File: src/verilog/axi_pkg.sv
`default_nettype none

// ====================
// AXI read constants
// ====================

package axi_pkg;

    // Response codes
    // Only OKAY is ever returned by the pattern slave
    localparam logic [1:0] resp_okay = 2'b00;

    // Burst length field
    // AXI4 allows up to 256 beats, arlen holds beats minus one
    localparam int len_width = 8;

endpackage : axi_pkg

`default_nettype wire

File: src/verilog/pattern_pkg.sv
`default_nettype none

// ====================
// Pattern and CRC constants
// ====================

package pattern_pkg;

    // LFSR start state after reset
    localparam logic [31:0] lfsr_seed = 32'hDEADBEEF;

    // Tap positions counted from one, maximal length for 32 bits
    localparam int lfsr_taps [4] = '{32, 22, 2, 1};

    // CRC-32 Ethernet polynomial, normal (non-reflected) form
    localparam logic [31:0] crc_poly   = 32'h04C11DB7;
    // Register start value
    localparam logic [31:0] crc_init   = 32'hFFFFFFFF;
    // Final XOR on the reflected register
    localparam logic [31:0] crc_xorout = 32'hFFFFFFFF;

endpackage : pattern_pkg

`default_nettype wire

File: src/verilog/skid_buffer.sv
`timescale 1ns/1ps
`default_nettype none

module skid_buffer #(
    parameter type payload_t = logic [7:0],
    parameter int  depth     = 2
) (
    input  logic     aclk,
    input  logic     crc_lfsr_reset,
    // Write side
    input  logic     in_valid,
    output logic     in_ready,
    input  payload_t in_payload,
    // Read side
    output logic     out_valid,
    input  logic     out_ready,
    output payload_t out_payload,
    output logic     empty
);

    localparam int ptr_width   = (depth > 1) ? $clog2(depth) : 1;
    localparam int count_width = $clog2(depth + 1);

    // ====================
    // Storage and pointers
    // ====================

    payload_t               mem [depth];
    logic [ptr_width-1:0]   wr_ptr;
    logic [ptr_width-1:0]   rd_ptr;
    logic [count_width-1:0] count;
    logic                   push;
    logic                   pop;

    // Wrap at depth, which need not be a power of two
    function automatic logic [ptr_width-1:0] next_ptr(input logic [ptr_width-1:0] ptr);
        if (ptr == ptr_width'(depth - 1)) begin
            return '0;
        end
        return ptr + 1'b1;
    endfunction

    // Flags come from the registered count only
    assign in_ready    = (count != count_width'(depth));
    assign out_valid   = (count != '0);
    assign empty       = (count == '0);
    assign out_payload = mem[rd_ptr];

    assign push = in_valid && in_ready;
    assign pop  = out_valid && out_ready;

    always_ff @(posedge aclk) begin
        if (push) begin
            mem[wr_ptr] <= in_payload;
        end
    end

    // Pointer and occupancy tracking
    always_ff @(posedge aclk) begin
        if (crc_lfsr_reset) begin
            wr_ptr <= '0;
            rd_ptr <= '0;
            count  <= '0;
        end else begin
            if (push) begin
                wr_ptr <= next_ptr(wr_ptr);
            end
            if (pop) begin
                rd_ptr <= next_ptr(rd_ptr);
            end
            // Simultaneous push and pop leave the count alone
            if (push && !pop) begin
                count <= count + 1'b1;
            end else if (pop && !push) begin
                count <= count - 1'b1;
            end
        end
    end

endmodule : skid_buffer

`default_nettype wire

File: src/verilog/axi4_slave_rd.sv
`timescale 1ns/1ps
`default_nettype none

module axi4_slave_rd #(
    parameter int id_width   = 8,
    parameter int data_width = 64,
    parameter int ar_depth   = 2,
    parameter int r_depth    = 4
) (
    input  logic                         aclk,
    input  logic                         crc_lfsr_reset,
    // AR channel
    input  logic [id_width-1:0]          s_axi_arid,
    input  logic [axi_pkg::len_width-1:0] s_axi_arlen,
    input  logic                         s_axi_arvalid,
    output logic                         s_axi_arready,
    // R channel
    output logic [id_width-1:0]          s_axi_rid,
    output logic [data_width-1:0]        s_axi_rdata,
    output logic [1:0]                   s_axi_rresp,
    output logic                         s_axi_rlast,
    output logic                         s_axi_rvalid,
    input  logic                         s_axi_rready,
    // Beat interface to the pattern source
    output logic                         beat_req,
    output logic [id_width-1:0]          beat_id,
    input  logic [data_width-1:0]        beat_data,
    // Status
    output logic                         busy
);

    // Queued request
    typedef struct packed {
        logic [id_width-1:0]           id;
        logic [axi_pkg::len_width-1:0] len;
    } ar_payload_t;

    // Queued data beat
    typedef struct packed {
        logic [id_width-1:0]   id;
        logic [data_width-1:0] data;
        logic                  last;
    } r_payload_t;

    // ====================
    // Request queue
    // ====================

    ar_payload_t ar_in;
    ar_payload_t ar_out;
    logic        ar_out_valid;
    logic        ar_pop;
    logic        ar_empty;

    assign ar_in.id  = s_axi_arid;
    assign ar_in.len = s_axi_arlen;

    skid_buffer #(
        .payload_t (ar_payload_t),
        .depth     (ar_depth)
    ) ar_queue (
        .aclk           (aclk),
        .crc_lfsr_reset (crc_lfsr_reset),
        .in_valid       (s_axi_arvalid),
        .in_ready       (s_axi_arready),
        .in_payload     (ar_in),
        .out_valid      (ar_out_valid),
        .out_ready      (ar_pop),
        .out_payload    (ar_out),
        .empty          (ar_empty)
    );

    // ====================
    // Burst splitter
    // ====================

    logic                          active;
    logic [id_width-1:0]           cur_id;
    logic [axi_pkg::len_width-1:0] remaining;
    logic                          last_beat;
    logic                          r_room;

    // remaining counts beats after the current one
    assign last_beat = (remaining == '0);

    // One beat per cycle while the data queue can take it
    assign beat_req = active && r_room;
    assign beat_id  = cur_id;

    // Next request loads when idle or as the last beat goes out
    assign ar_pop = ar_out_valid && (!active || (beat_req && last_beat));

    always_ff @(posedge aclk) begin
        if (crc_lfsr_reset) begin
            active    <= 1'b0;
            cur_id    <= '0;
            remaining <= '0;
        end else if (ar_pop) begin
            active    <= 1'b1;
            cur_id    <= ar_out.id;
            remaining <= ar_out.len;
        end else if (beat_req) begin
            if (last_beat) begin
                active <= 1'b0;
            end else begin
                remaining <= remaining - 1'b1;
            end
        end
    end

    // ====================
    // Data queue
    // ====================

    r_payload_t r_in;
    r_payload_t r_out;
    logic       r_empty;

    // Data arrives from the pattern source in the same cycle
    assign r_in.id   = cur_id;
    assign r_in.data = beat_data;
    assign r_in.last = last_beat;

    skid_buffer #(
        .payload_t (r_payload_t),
        .depth     (r_depth)
    ) r_queue (
        .aclk           (aclk),
        .crc_lfsr_reset (crc_lfsr_reset),
        .in_valid       (beat_req),
        .in_ready       (r_room),
        .in_payload     (r_in),
        .out_valid      (s_axi_rvalid),
        .out_ready      (s_axi_rready),
        .out_payload    (r_out),
        .empty          (r_empty)
    );

    assign s_axi_rid   = r_out.id;
    assign s_axi_rdata = r_out.data;
    assign s_axi_rlast = r_out.last;
    assign s_axi_rresp = axi_pkg::resp_okay;

    // Anything queued, in flight or waiting on the master
    assign busy = !ar_empty || active || !r_empty;

endmodule : axi4_slave_rd

`default_nettype wire

File: src/verilog/lfsr_fibonacci.sv
`timescale 1ns/1ps
`default_nettype none

module lfsr_fibonacci (
    input  logic        aclk,
    input  logic        crc_lfsr_reset,
    input  logic        advance,
    output logic [31:0] state
);

    // ====================
    // Feedback
    // ====================

    logic feedback;

    // XOR of the tapped bits, taps counted from one
    always_comb begin
        feedback = 1'b0;
        for (int i = 0; i < $size(pattern_pkg::lfsr_taps); i++) begin
            feedback = feedback ^ state[pattern_pkg::lfsr_taps[i] - 1];
        end
    end

    // ====================
    // State register
    // ====================

    // Shift left, new bit enters at the bottom
    always_ff @(posedge aclk) begin
        if (crc_lfsr_reset) begin
            state <= pattern_pkg::lfsr_seed;
        end else if (advance) begin
            state <= {state[30:0], feedback};
        end
    end

endmodule : lfsr_fibonacci

`default_nettype wire

File: src/verilog/crc32_engine.sv
`timescale 1ns/1ps
`default_nettype none

module crc32_engine (
    input  logic        aclk,
    input  logic        crc_lfsr_reset,
    input  logic        update,
    input  logic [31:0] word,
    output logic [31:0] crc
);

    logic [31:0] crc_reg;

    // ====================
    // Word fold
    // ====================

    // Bytes go least significant first, each byte bit-reflected
    // Reflected byte MSB first is simply word bit 0 upward
    function automatic logic [31:0] fold_word(input logic [31:0] crc_in,
                                              input logic [31:0] data);
        logic [31:0] c;
        logic        fb;
        c = crc_in;
        for (int b = 0; b < 32; b++) begin
            fb = c[31] ^ data[b];
            c  = {c[30:0], 1'b0};
            if (fb) begin
                c = c ^ pattern_pkg::crc_poly;
            end
        end
        return c;
    endfunction

    // Full 32-bit bit reversal
    function automatic logic [31:0] reflect32(input logic [31:0] value);
        logic [31:0] r;
        for (int i = 0; i < 32; i++) begin
            r[i] = value[31 - i];
        end
        return r;
    endfunction

    always_ff @(posedge aclk) begin
        if (crc_lfsr_reset) begin
            crc_reg <= pattern_pkg::crc_init;
        end else if (update) begin
            crc_reg <= fold_word(crc_reg, word);
        end
    end

    // Matches the standard CRC-32 of the byte stream
    assign crc = reflect32(crc_reg) ^ pattern_pkg::crc_xorout;

endmodule : crc32_engine

`default_nettype wire

File: src/verilog/axi4_slave_rd_pattern_gen.sv
`timescale 1ns/1ps
`default_nettype none

module axi4_slave_rd_pattern_gen #(
    parameter int id_width   = 8,
    parameter int data_width = 64,
    parameter int ar_depth   = 2,
    parameter int r_depth    = 4
) (
    input  logic                          aclk,
    input  logic                          crc_lfsr_reset,
    // AR channel
    input  logic [id_width-1:0]           s_axi_arid,
    input  logic [axi_pkg::len_width-1:0] s_axi_arlen,
    input  logic                          s_axi_arvalid,
    output logic                          s_axi_arready,
    // R channel
    output logic [id_width-1:0]           s_axi_rid,
    output logic [data_width-1:0]         s_axi_rdata,
    output logic [1:0]                    s_axi_rresp,
    output logic                          s_axi_rlast,
    output logic                          s_axi_rvalid,
    input  logic                          s_axi_rready,
    // Status
    output logic                          busy,
    output logic [31:0]                   read_crc_value,
    output logic                          read_crc_valid,
    output logic [31:0]                   read_beat_count
);

    // Copies of the 32-bit word needed to cover the bus
    localparam int rep_count = (data_width + 31) / 32;

    logic                      beat_req;
    logic [data_width-1:0]     beat_data;
    logic [31:0]               lfsr_state;
    logic [rep_count*32-1:0]   rep_word;

    // ====================
    // Protocol handler
    // ====================

    axi4_slave_rd #(
        .id_width   (id_width),
        .data_width (data_width),
        .ar_depth   (ar_depth),
        .r_depth    (r_depth)
    ) axi4_slave_rd_inst (
        .aclk           (aclk),
        .crc_lfsr_reset (crc_lfsr_reset),
        .s_axi_arid     (s_axi_arid),
        .s_axi_arlen    (s_axi_arlen),
        .s_axi_arvalid  (s_axi_arvalid),
        .s_axi_arready  (s_axi_arready),
        .s_axi_rid      (s_axi_rid),
        .s_axi_rdata    (s_axi_rdata),
        .s_axi_rresp    (s_axi_rresp),
        .s_axi_rlast    (s_axi_rlast),
        .s_axi_rvalid   (s_axi_rvalid),
        .s_axi_rready   (s_axi_rready),
        .beat_req       (beat_req),
        // Pattern does not depend on the request ID
        .beat_id        (),
        .beat_data      (beat_data),
        .busy           (busy)
    );

    // ====================
    // Pattern and CRC
    // ====================

    // Steps once per served beat
    lfsr_fibonacci lfsr_inst (
        .aclk           (aclk),
        .crc_lfsr_reset (crc_lfsr_reset),
        .advance        (beat_req),
        .state          (lfsr_state)
    );

    // CRC covers the 32-bit word only, not the replicas
    crc32_engine crc_inst (
        .aclk           (aclk),
        .crc_lfsr_reset (crc_lfsr_reset),
        .update         (beat_req),
        .word           (lfsr_state),
        .crc            (read_crc_value)
    );

    // Replicate, then drop the excess top bits
    assign rep_word  = {rep_count{lfsr_state}};
    assign beat_data = rep_word[data_width-1:0];

    // ====================
    // Beat count and valid
    // ====================

    always_ff @(posedge aclk) begin
        if (crc_lfsr_reset) begin
            read_beat_count <= '0;
            read_crc_valid  <= 1'b0;
        end else if (beat_req) begin
            read_beat_count <= read_beat_count + 1'b1;
            // Sticky until the next reset
            read_crc_valid  <= 1'b1;
        end
    end

endmodule : axi4_slave_rd_pattern_gen

`default_nettype wire

File: config.mk
export PLATFORM = sky130hd
export DESIGN_NAME = axi4_slave_rd_pattern_gen
export DESIGN_NICKNAME = d
export VERILOG_FILES = /design/src/verilog/axi_pkg.sv /design/src/verilog/pattern_pkg.sv /design/src/verilog/skid_buffer.sv /design/src/verilog/axi4_slave_rd.sv /design/src/verilog/lfsr_fibonacci.sv /design/src/verilog/crc32_engine.sv /design/src/verilog/axi4_slave_rd_pattern_gen.sv
export SDC_FILE = /design/constraint.sdc
export NUM_CORES = 1
export LEC_CHECK = 0
export ABC_CLOCK_PERIOD_IN_PS = 6100
export BUFFER_PORTS_ARGS = -buffer_cell sky130_fd_sc_hd__buf_2
export CAP_MARGIN = 0
export CORE_ASPECT_RATIO = 1.2
export CORE_MARGIN = 2
export CORE_UTILIZATION = 50
export CTS_BUF_LIST = sky130_fd_sc_hd__clkbuf_16
export CTS_CLUSTER_SIZE = 12
export DETAILED_ROUTE_END_ITERATION = 7
export GPL_TIMING_DRIVEN = 0
export PLACE_DENSITY = 0.7
export SYNTH_ARGS = -nofsm -noshare
export SYNTH_HDL_FRONTEND = slang
export SYNTH_SLANG_ARGS = --single-unit
File: constraint.sdc
create_clock -name aclk -period 6.1 [get_ports aclk]
set_input_delay 0.305 -clock aclk [delete_from_list [all_inputs] [get_ports aclk]]
set_output_delay 0.305 -clock aclk [all_outputs]
set_load 0.1 [all_outputs]
==> results of run 1 <==
==> what timing repair did <==
item / CTS / global route
gates resized for setup: 0 / 0
endpoints found under the setup margin: 0 / 0
endpoints found under the hold margin: 32 / 0
hold buffers: 16 / 0
==> final timing paths <==
path | cells past startpoint | from | slack [ns] | to
setup / recovery | 9 | lfsr_inst.state[11] | 1.75 | crc_inst.crc_reg[8]
hold / removal | 3 | s_axi_rready | 0.1 | register
setup reg to reg | 9 | lfsr_inst.state[11] | 1.75 | crc_inst.crc_reg[8]
hold reg to reg | 2 | axi4_slave_rd_inst.remaining[5] | 0.48 | axi4_slave_rd_inst.remaining[5]
==> cell families after synthesis <==
family          synth area share, %
flops                          53.1
other cells                  0.0236
xor+xnor                       24.4
mux                            6.96
simple gates                   7.77
compound gates                 3.18
buf+inv                        3.64
fa+ha+maj                     0.913
==> metrics by stage <==
stage | util [%] | worst slack [ns] | instance area [um^2]
final | 58.8 | 1.75 | 18400
after global routing | 58.8 | 1.56 | 18400
after CTS | 58.8 | 1.76 | 18400
after detailed placement | 55.1 | 1.78 | 17300
after global placement | 54.9 | 1.80 | 17200
after floorplan | - | 2.54 | 15900
==> layout by cell type (no fill, tap or decap), types with 8 or more instances in the layout <==
cell | synthesis | routed
xor2_1 | 62 | 62
o21ai_0 | 29 | 29
nand2_1 | 102 | 102
clkbuf_16 | 0 | 34
xnor2_2 | 13 | 13
inv_1 | 42 | 62
nor2_1 | 104 | 103
buf_1 | 13 | 13
ha_1 | 10 | 10
dfxtp_1 | 128 | 128
mux2i_1 | 15 | 15
buf_4 | 34 | 34
clkbuf_1 | 30 | 30
a211oi_1 | 12 | 12
edfxtp_1 | 196 | 196
dlygate4sd3_1 | 0 | 16
nand3_1 | 34 | 34
xnor2_1 | 117 | 117
a21oi_1 | 31 | 31
mux4_2 | 41 | 41
or3_1 | 10 | 10
buf_2 | 0 | 159
xnor3_1 | 75 | 75
and3_1 | 12 | 8
==> metal layers <==
metal,GRT usage [%],vias up,part of all wire [%]
met1,27.5,4716,41
met4,7.63,0,3.3
met3,4.67,73,7.0
met5,0,-,0
li1,-,4523,-
met2,37.1,329,48
==> worst max-delay path, cell delays in order, from the launching register on <==
cell	delay [ns]
dfxtp_1	0.41
xnor2_2	0.54
xor2_1	0.60
xnor3_2	0.64
xnor3_1	0.47
xnor2_2	0.49
xor2_2	0.39
xnor3_1	0.41
mux2_2	0.28
nand2_1	0.06
==> final cells by class <==
class	instances	area, um^2	share of cell area, %
Buffer	77	417	2.26
Tap cell	401	502	2.72
Timing Repair Buffer	179	1040	5.62
Multi-Input combinational cell	731	6890	37.4
Sequential cell	324	8450	45.8
Clock buffer	34	851	4.61
Inverter	43	161	0.875
Clock inverter	26	136	0.740
==> results.md, run 1 <==
Floorplan:
- The floorplan step set the die width to ~170 um.
- The floorplan has 71 rows.
- Pin placement for this block handled ~160 I/O pins.
- For this configuration, the core starts out at a cell density of around half.
- The die covers approximately 33000 um^2.
- The total area inside the core boundary comes to between 30000 and 40000 um^2.
- The height of the die is approximately 200 um.

Critical path:
- The required time of the critical path is roughly 6.6 ns.
- Of all nets on the critical path, the largest fanout is 7.
- The endpoint kind of the worst setup timing path is a register.
- Data on the critical path arrives at its endpoint at approximately 4.8 ns.
- The critical path class is register to register.
- The kind of launch point of the worst setup path is a register.

Timing:
- Summed over all failing endpoints, the final setup total negative slack is 0 ns.
- Hold timing on the final database bottoms out at a slack of approximately 0.1 ns.
- Setup violations remaining at the end of the flow were counted as 0.
- Dividing the final minimum period by the clock period gives between 70 and 80%.
- The slew at the pin with the worst max-slew slack is between 0.9 and 1 ns.
- After layout, the minimum clock period comes to between 4 and 5 ns.
- The worst relative slew slack is between 30% and 40%.
- The number of max-slew violations in the final report was 0.
- The clock arrives with a little over 0.009 ns of skew.
- Setup repair after global routing left no endpoint under its margin.
- The final-report hold violation count is 0.
- For this run, the top clock speed supported by timing is between 200 and 250 MHz.

Global routing:
- Entering global routing, the biggest net connects 36 pins.
- The wire length of the first global-routing pass is ~55 mm.
- The total overflow left after global routing is 0.
- The overall fraction of global-route tracks in use is a little over a fifth.
- The initial antenna violation count is 1.
- The via count of the first global-routing pass was just under 10000.

Yosys:
- The cell taking the most area after synthesis is edfxtp_1.
- The count of unique library cells instantiated by Yosys is between 40 and 50.
- The synthesized area per cell is ~14 um^2.
- The number of enable-type register cells in the synthesized netlist is about 200.
- The fraction of registers with async set/reset is 0%.
- The flip-flop cell with the highest count after synthesis is edfxtp_1.
- After synthesis, the largest area contributor takes up 37.0% of total cell area.
- edfxtp_1 is the most common cell in the netlist.
- The sequential area share after synthesis is between 50% and 60%.
- The number of instances in the synthesized netlist is approximately 1200.
- Counting instances in the post-synthesis netlist gives the leading cell types as edfxtp_1 (196), dfxtp_1 (128), xnor2_1 (117).
- The Yosys step of the flow raised 0 warnings.
- Ranked by total cell area, the synthesized netlist is headed by edfxtp_1 (37%), dfxtp_1 (16%), xnor3_1 (11%).
- The combined area of all synthesized cells is between 15000 and 20000 um^2.
- Counting flops and latches in the post-synthesis netlist gives 324.

Clock network:
- Clock tree synthesis found a total of 324 sinks.
- The number of setup buffers added after CTS is 0.
- CTS built an H-tree with a depth of 2.
- After clock tree synthesis, the clock-pin slew on the worst setup and hold paths is 0.06 ns.
- No sink is reached through more buffers than the 3 on the longest clock path.
- The clock network latency to the later pin of the worst-skew pair is 0.51 ns.
- The TritonCTS buffer count is 34.
- TritonCTS built the clock tree.
- The root buffer cell chosen for the clock tree is clkbuf_16.

Placed design:
- The HPWL after detailed placement is roughly 26 mm.
- The last weighted congestion value of the routability-driven placer is roughly 0.94.
- The quantity of I/O buffers inserted on ports is 159.
- After detailed placement, the design holds a cell count of about 1700.

Layout:
- The register with the most flip-flops in the layout has 164 of them.
- The repair_antennas step left the layout with diodes totalling 0.
- The register bank with the most flops is axi4_slave_rd_inst.r_queue.mem.
- The post-layout net count is about 1400.
- The share of final-layout standard cells stronger than drive strength 1 is about 22%.
- Relative to the synthesized area, the layout overhead comes to 15.9%.
- The finished layout holds between 1500 and 2000 standard cells, fillers aside.
- The fill cell total of the finished layout is between 2000 and 2500.

Detailed routing:
- In the routed layout, each cell is associated on average with a via count of 5.31.
- After the first detailed-routing iteration, the DRC count stood at between 700 and 800.
- The via count is between 9000 and 10000.
- The detailed-routing iteration count for the pre-antenna-repair pass is 5.
- The detailed-route wire length per cell is 19.7 um.
- The detailed-route DRC error count is 0.
- After detailed routing, the total wire length is approximately 36 mm.
- The number of nets still failing antenna checks after routing is 0.

Run status:
- The flow ran to the end, and the final reports show no timing, DRC or antenna violations.

Hold path:
- The worst hold path class is primary input to register.

Flow run:
- Across the run, the number of max-cap violations was 0.
Power of run 1 is left out: the tool's default activity adds up to more than one toggle a clock period on the data nets, which glitch-free logic cannot reach.
==> run 2: changes to the inputs <==
--- a/config.mk
+++ b/config.mk
@@ -5,7 +5,7 @@
 export SDC_FILE = /design/constraint.sdc
 export NUM_CORES = 1
 export LEC_CHECK = 0
-export ABC_CLOCK_PERIOD_IN_PS = 6100
+export ABC_CLOCK_PERIOD_IN_PS = 4100
 export BUFFER_PORTS_ARGS = -buffer_cell sky130_fd_sc_hd__buf_2
 export CAP_MARGIN = 0
 export CORE_ASPECT_RATIO = 1.2
==> constraint.sdc (replaced) <==
create_clock -name aclk -period 4.1 [get_ports aclk]
set_input_delay 0.205 -clock aclk [delete_from_list [all_inputs] [get_ports aclk]]
set_output_delay 0.205 -clock aclk [all_outputs]
set_load 0.1 [all_outputs]
==> results.md, run 2 (synthesized netlist as in run 1, its figures left out) <==
Detailed routing:
- The detailed-route DRC error count is 0 (unchanged).
- The detailed-route wire length per cell is 19.7 um (+0.35%).
- The detailed-routing iteration count for the pre-antenna-repair pass was 6 (+1).
- The sum of routed wire length over all layers was 36.0 mm (+0.91%).
- The routed via count divided by cell count is 5.32 (+0.23%).
- The number of nets still failing antenna checks after routing is 0 (unchanged).
- The via count is 9716 (+0.78%).
- The DRC violation total after the first TritonRoute iteration was 674 (-7.4%).

Timing:
- The worst relative slew slack is 36.2% (+0.82 points).
- The post-route worst hold slack is 0.110 ns (+0.0118 ns).
- The final worst-path cycle share is 97.1% (+26 points).
- The final critical delay including setup and external delays is 3.98 ns (-0.369 ns).
- The slew at the pin with the worst max-slew slack was 0.957 ns (-0.0123 ns).
- Setup repair after global routing could not meet its margin everywhere.
- The count of final setup violators came to 0 (unchanged).
- The largest clock skew in the final design was 0.0100 ns (+0.000927 ns).
- The final-report hold violation count is 0 (unchanged).
- The worst setup slack after layout came to 0.119 ns (-1.63 ns).
- The number of max-slew violations in the final report is 0 (unchanged).
- The maximum operating frequency is 251 MHz (+9.3%).

Critical path:
- The worst path arrival time came to 4.36 ns (-0.44 ns).
- Walking the worst path, the cells encountered are xnor2_4 -> xnor2_2 -> xnor3_1 -> xnor3_1 -> xnor3_1 -> xnor3_1 -> xnor3_1 -> nor2_1 -> o21ai_1.
- The cell at the slowest stage of the critical path is xnor3_1.
- The critical path class is register to register.
- The peak per-stage delay on the critical path came to 0.61 ns (-0.03 ns).
- The required time of the critical path is 4.48 ns (-2.07 ns).
- The largest driver fanout on the critical path is 7 (unchanged).
- The depth of the worst register-to-register path was 9 (unchanged).
- The cell with the most instances on the worst path is xnor3_1.
- STA classifies the critical path startpoint as a register.
- The endpoint kind of the worst setup timing path is a register.

Global routing:
- The pin count of the biggest net entering global routing was 36 (unchanged).
- The global route total overflow was 0 (unchanged).
- The initial antenna violation count is 1 (unchanged).
- The overall fraction of global-route tracks in use was 21.9% (+0.24 points).
- The wire length of the first global-routing pass is 55.7 mm (+1.0%).
- The via count of the first global-routing pass is 9710 (+0.93%).

Hold path:
- The worst hold path stage count is 4 (+1).
- The min-delay analysis places its worst path in the category primary input to register.

Clock network:
- The CTS H-tree depth was 2 (unchanged).
- The cell sitting at the root of the clock tree is a clkbuf_16.
- The clock slew at the register clock pins of the worst setup and hold paths is 0.06 ns (about the same).
- The worst-case clock buffer depth is 3 (unchanged).
- The sink count of the clock tree was 324 (unchanged).
- The clock network latency to the later pin of the worst-skew pair is 0.51 ns (about the same).
- The TritonCTS buffer count is 34 (unchanged).
- TritonCTS built the clock tree.

Layout:
- The post-layout net count is 1431 (+0.70%).
- The register bank with the most flops is axi4_slave_rd_inst.r_queue.mem.
- The multi-input gate area in the final layout was 7120 um^2 (+3.5%).
- The share of final-layout standard cells stronger than drive strength 1 is 23.8% (+1.8 points).
- The count of non-filler cells in the finished layout was 1825 (+0.55%).
- The storage element area came to 8450 um^2 (about the same).
- The antenna diode count is 0 (unchanged).
- The commonest non-fill, non-tap cell in the layout is edfxtp_1.
- The fill cell total of the finished layout came to 2466 (-1.0%).
- The utilization after layout came to 59.9% (+1.1 points).
- The number of flip-flops under the largest register name is 164 (unchanged).
- Leaving out fill and tap cells, the most frequent cells in the layout are edfxtp_1 (196), buf_2 (159), dfxtp_1 (125).
- The layout-stage area growth over the synthesis result is 18.0%.

Placed design:
- The final HPWL from detailed placement is 26.4 mm (unchanged).
- The last weighted congestion value of the routability-driven placer is 0.938 (unchanged).
- The quantity of I/O buffers inserted on ports is 159 (unchanged).
- The worst slack after detailed placement was -0.224 ns (-2.00 ns).
- The number of cells after detailed placement is 1739 (unchanged).

Floorplan:
- The effective utilization at floorplan is 50.7% (unchanged).
- The core footprint is 31400 um^2 (unchanged).
- The I/O pin count is 163 (unchanged).
- The height of the die is 199 um (unchanged).
- The number of rows in the core area is 71 (unchanged).
- The die extent in x is 167 um (unchanged).
- The area enclosed by the die boundary is 33300 um^2 (unchanged).

Flow run:
- The total of max-cap violations is 0 (unchanged).

Run status:
- The flow ran to the end, and the final reports show no timing, DRC or antenna violations.
==> run 2: final cells by class <==
| cell class | count | share of cell area (%) |
|---|---|---|
| Sequential cell | 324 | 45.0 |
| Multi-Input combinational cell | 731 | 38.0 |
| Timing Repair Buffer | 189 | 6.00 |
| Clock buffer | 34 | 4.53 |
| Tap cell | 401 | 2.67 |
| Buffer | 77 | 2.22 |
| Inverter | 43 | 0.860 |
| Clock inverter | 26 | 0.727 |
==> run 2: worst max-delay path, delay by kind of cell, from the launching register on <==
| kind | cells | cell delay [ns] |
|---|---|---|
| xor gates and xnor gates | 7 | 3.14 |
| DFF | 1 | 0.55 |
| AOI/OAI and AO/OA | 1 | 0.06 |
| and+or+nand+nor | 1 | 0.10 |
==> run 2: path summary, 6_finish.rpt <==
kind,start,to,slack [ns]
worst max-delay path,lfsr_inst.state[3],crc_inst.crc_reg[16],0.12
worst min-delay path,s_axi_arvalid,axi4_slave_rd_inst.ar_queue.wr_ptr,0.11
worst max register to register,lfsr_inst.state[3],crc_inst.crc_reg[16],0.12
worst min register to register,axi4_slave_rd_inst.remaining[5],axi4_slave_rd_inst.remaining[5],0.48
==> run 2: per-stage QoR <==
stage | setup TNS [ns] | area, um^2
after CTS | 0 | 18600
after global placement | -1.54 | 17200
after detailed placement | -1.88 | 17300
after floorplan | 0 | 15900
final | 0 | 18800
after global routing | -0.0636 | 18800
==> run 2: metal layers <==
metal / vias up / part of all wire [%] / GRT usage, %
met3: 69 / 7.0 / 5.15
met5: - / 0 / 0
met4: 0 / 3.4 / 7.57
met2: 335 / 49 / 37.6
met1: 4762 / 41 / 27.5
li1: 4550 / - / -
==> run 2: timing repair <==
item / in CTS / in global routing
hold buffers: 17 / 0
resized for setup: 12 / 18
pin swaps: 2 / 3
endpoints found under the setup margin: 18 / 15
buffers inserted: 5 / 4
hold endpoints to repair: 34 / 0
Power of run 2 is left out for the same reason.
==> run 3: changes to the inputs <==
--- a/config.mk
+++ b/config.mk
@@ -16,6 +16,7 @@
 export DETAILED_ROUTE_END_ITERATION = 7
 export GPL_TIMING_DRIVEN = 0
 export PLACE_DENSITY = 0.7
+export RECOVER_POWER = 50
 export SYNTH_ARGS = -nofsm -noshare
 export SYNTH_HDL_FRONTEND = slang
 export SYNTH_SLANG_ARGS = --single-unit
==> results.md, run 3 (synthesized netlist as in run 1, its figures left out) <==
Run status:
- The run finished, with violations left.
- The checks that failed: capacitance limit, slew limit.

Timing:
- The final critical delay including setup and external delays came to 3.98 ns (-0.00228 ns).
- The maximum operating frequency is 251 MHz (about the same).
- The worst relative slew slack is -48.6% (-85 points).
- The largest clock skew in the final design is 0.00990 ns (-0.000149 ns).
- The post-route worst hold slack is 0.108 ns (-0.00221 ns).
- The sum of negative setup slack is 0 ns (unchanged).
- The final-report hold violation count is 0 (unchanged).
- The number of max-slew violations in the final report is 36 (+36).
- Setup repair after global routing could not meet its margin everywhere.
- The count of final setup violators came to 0 (unchanged).
- The slew at the pin with the worst max-slew slack was 2.23 ns (+1.27 ns).
- The worst setup slack after layout came to 0.121 ns (+0.00228 ns).
- The final worst-path cycle share is 97.1% (about the same).

Clock network:
- The CTS H-tree depth was 2 (unchanged).
- The sink count of the clock tree is 324 (unchanged).
- The clock network latency to the later pin of the worst-skew pair is 0.51 ns (about the same).
- The TritonCTS buffer count came to 34 (unchanged).
- The clock slew at the register clock pins of the worst setup and hold paths is 0.06 ns (about the same).
- The worst-case clock buffer depth is 3 (unchanged).
- The CTS tree is built.
- The root buffer cell is clkbuf_16.

Critical path:
- The worst path arrival time is 4.36 ns (about the same).
- The number of buffer and inverter instances along the worst setup path is 0 (unchanged).
- The required time of the critical path is 4.48 ns (about the same).
- The largest driver fanout on the critical path is 7 (unchanged).
- The critical path class is register to register.
- The kind of launch point of the worst setup path is a register.
- Among the stages of the critical path, the cell type that occurs most often is xnor3_1.
- In this design, the largest share of critical-path delay is due to XOR/XNOR gates.
- The worst reg-to-reg setup slack came to 0.12 ns (about the same).
- The peak per-stage delay on the critical path is 0.60 ns (about the same).
- Walking the worst path, the cells encountered are xnor2_4 -> xnor2_2 -> xnor3_1 -> xnor3_1 -> xnor3_1 -> xnor3_1 -> xnor3_1 -> nor2_1 -> o21ai_1.
- The cell count along the critical path is 9 (unchanged).
- The depth of the worst register-to-register path came to 9 (unchanged).
- The endpoint kind of the worst setup timing path is a register.
- The largest individual stage delay along the critical path comes from the cell xnor3_1.

Hold path:
- The worst hold path class is primary input to register.
- The worst hold path stage count is 4 (unchanged).

Detailed routing:
- The routed via count divided by cell count is 5.32 (-0.10%).
- The detailed-route DRC error count is 0 (unchanged).
- The sum of routed wire length over all layers was 36.0 mm (about the same).
- The detailed-route wire length per cell is 19.7 um (about the same).
- The number of nets still failing antenna checks after routing was 0 (unchanged).
- The detailed-routing iteration count for the pre-antenna-repair pass is 5 (-1).
- The DRC violation total after the first TritonRoute iteration is 652 (-3.3%).
- The via count came to 9706 (-0.10%).

Layout:
- The number of flip-flops under the largest register name is 164 (unchanged).
- The share of final-layout standard cells stronger than drive strength 1 is 18.0% (-5.8 points).
- axi4_slave_rd_inst.r_queue.mem holds more flip-flops than any other register.
- The library cells used most frequently in the layout, excluding fill and tap cells, are edfxtp_1 (196), dfxtp_1 (125), clkbuf_1 (109).
- The post-layout net count came to 1431 (unchanged).
- Relative to the synthesized area, the layout overhead comes to 17.3%.
- The library cell used most frequently in the layout, excluding fill and tap cells, is edfxtp_1.
- The antenna diode count is 0 (unchanged).
- The count of non-filler cells in the finished layout came to 1825 (unchanged).

Placed design:
- The quantity of I/O buffers inserted on ports came to 159 (unchanged).
- The last weighted congestion value of the routability-driven placer is 0.938 (unchanged).
- The number of cells after detailed placement is 1739 (unchanged).
- The worst slack after detailed placement is -0.224 ns (unchanged).
- The final HPWL from detailed placement was 26.4 mm (unchanged).

Global routing:
- The overall fraction of global-route tracks in use is 21.9% (unchanged).
- The wire length of the first global-routing pass was 55.7 mm (unchanged).
- The pin count of the biggest net entering global routing is 36 (unchanged).
- The global route total overflow is 0 (unchanged).
- The initial antenna violation count is 1 (unchanged).
- The via count of the first global-routing pass is 9710 (unchanged).

Flow run:
- The total of max-cap violations came to 1 (+1).

Floorplan:
- The die extent in x is 167 um (unchanged).
- The number of rows in the core area was 71 (unchanged).
- The area enclosed by the die boundary was 33300 um^2 (unchanged).
- The core footprint was 31400 um^2 (unchanged).
- The I/O pin count came to 163 (unchanged).
- The height of the die is 199 um (unchanged).
- The effective utilization at floorplan is 50.7% (unchanged).
-- run 3: cell type report --
cell class	instances	area, um^2
Sequential cell	324	8450
Multi-Input combinational cell	731	7120
Tap cell	401	502
Inverter	43	161
Timing Repair Buffer	189	1010
Buffer	77	417
Clock inverter	26	136
Fill cell	2504	12700
Clock buffer	34	851
-- run 3: path summary, 6_finish.rpt --
kind                                   start                                 end
max                       lfsr_inst.state[3]                crc_inst.crc_reg[16]
min                            s_axi_arvalid  axi4_slave_rd_inst.ar_queue.wr_ptr
max reg2reg               lfsr_inst.state[3]                crc_inst.crc_reg[16]
min reg2reg  axi4_slave_rd_inst.remaining[5]     axi4_slave_rd_inst.remaining[5]
-- run 3: timing repair --
item                                    in CTS  in global routing
buffers inserted                             5                  4
hold endpoints to repair                    34                  0
hold buffers                                17                  0
endpoints found under the setup margin      18                 15
gates resized for setup                     12                 18
pin swaps                                    2                  3
gates cloned                                 0                  0
-- run 3: per-layer routing --
layer	share of wire, %	up-vias	GRT usage [%]
met3	6.6	72	5.15
li1	-	4550	-
met4	3.4	0	7.57
met1	41	4758	27.5
met2	49	326	37.6
met5	0	-	0
-- run 3: worst reg2reg max path, stage by stage (launching register included) --
cell     delay, ns
dfxtp_1       0.55
xnor2_4       0.20
xnor2_2       0.39
xnor3_1       0.61
xnor3_1       0.43
xnor3_1       0.54
xnor3_1       0.57
xnor3_1       0.40
nor2_1        0.10
o21ai_1       0.06
-- run 3: per-stage QoR --
step / utilization, % / instance area (um^2)
floorplan: - / 15900
global placement: 54.9 / 17200
detailed placement: 55.1 / 17300
CTS: 59.4 / 18600
global route: 59.5 / 18700
finish: 59.5 / 18700
Power of run 3 is left out for the same reason.
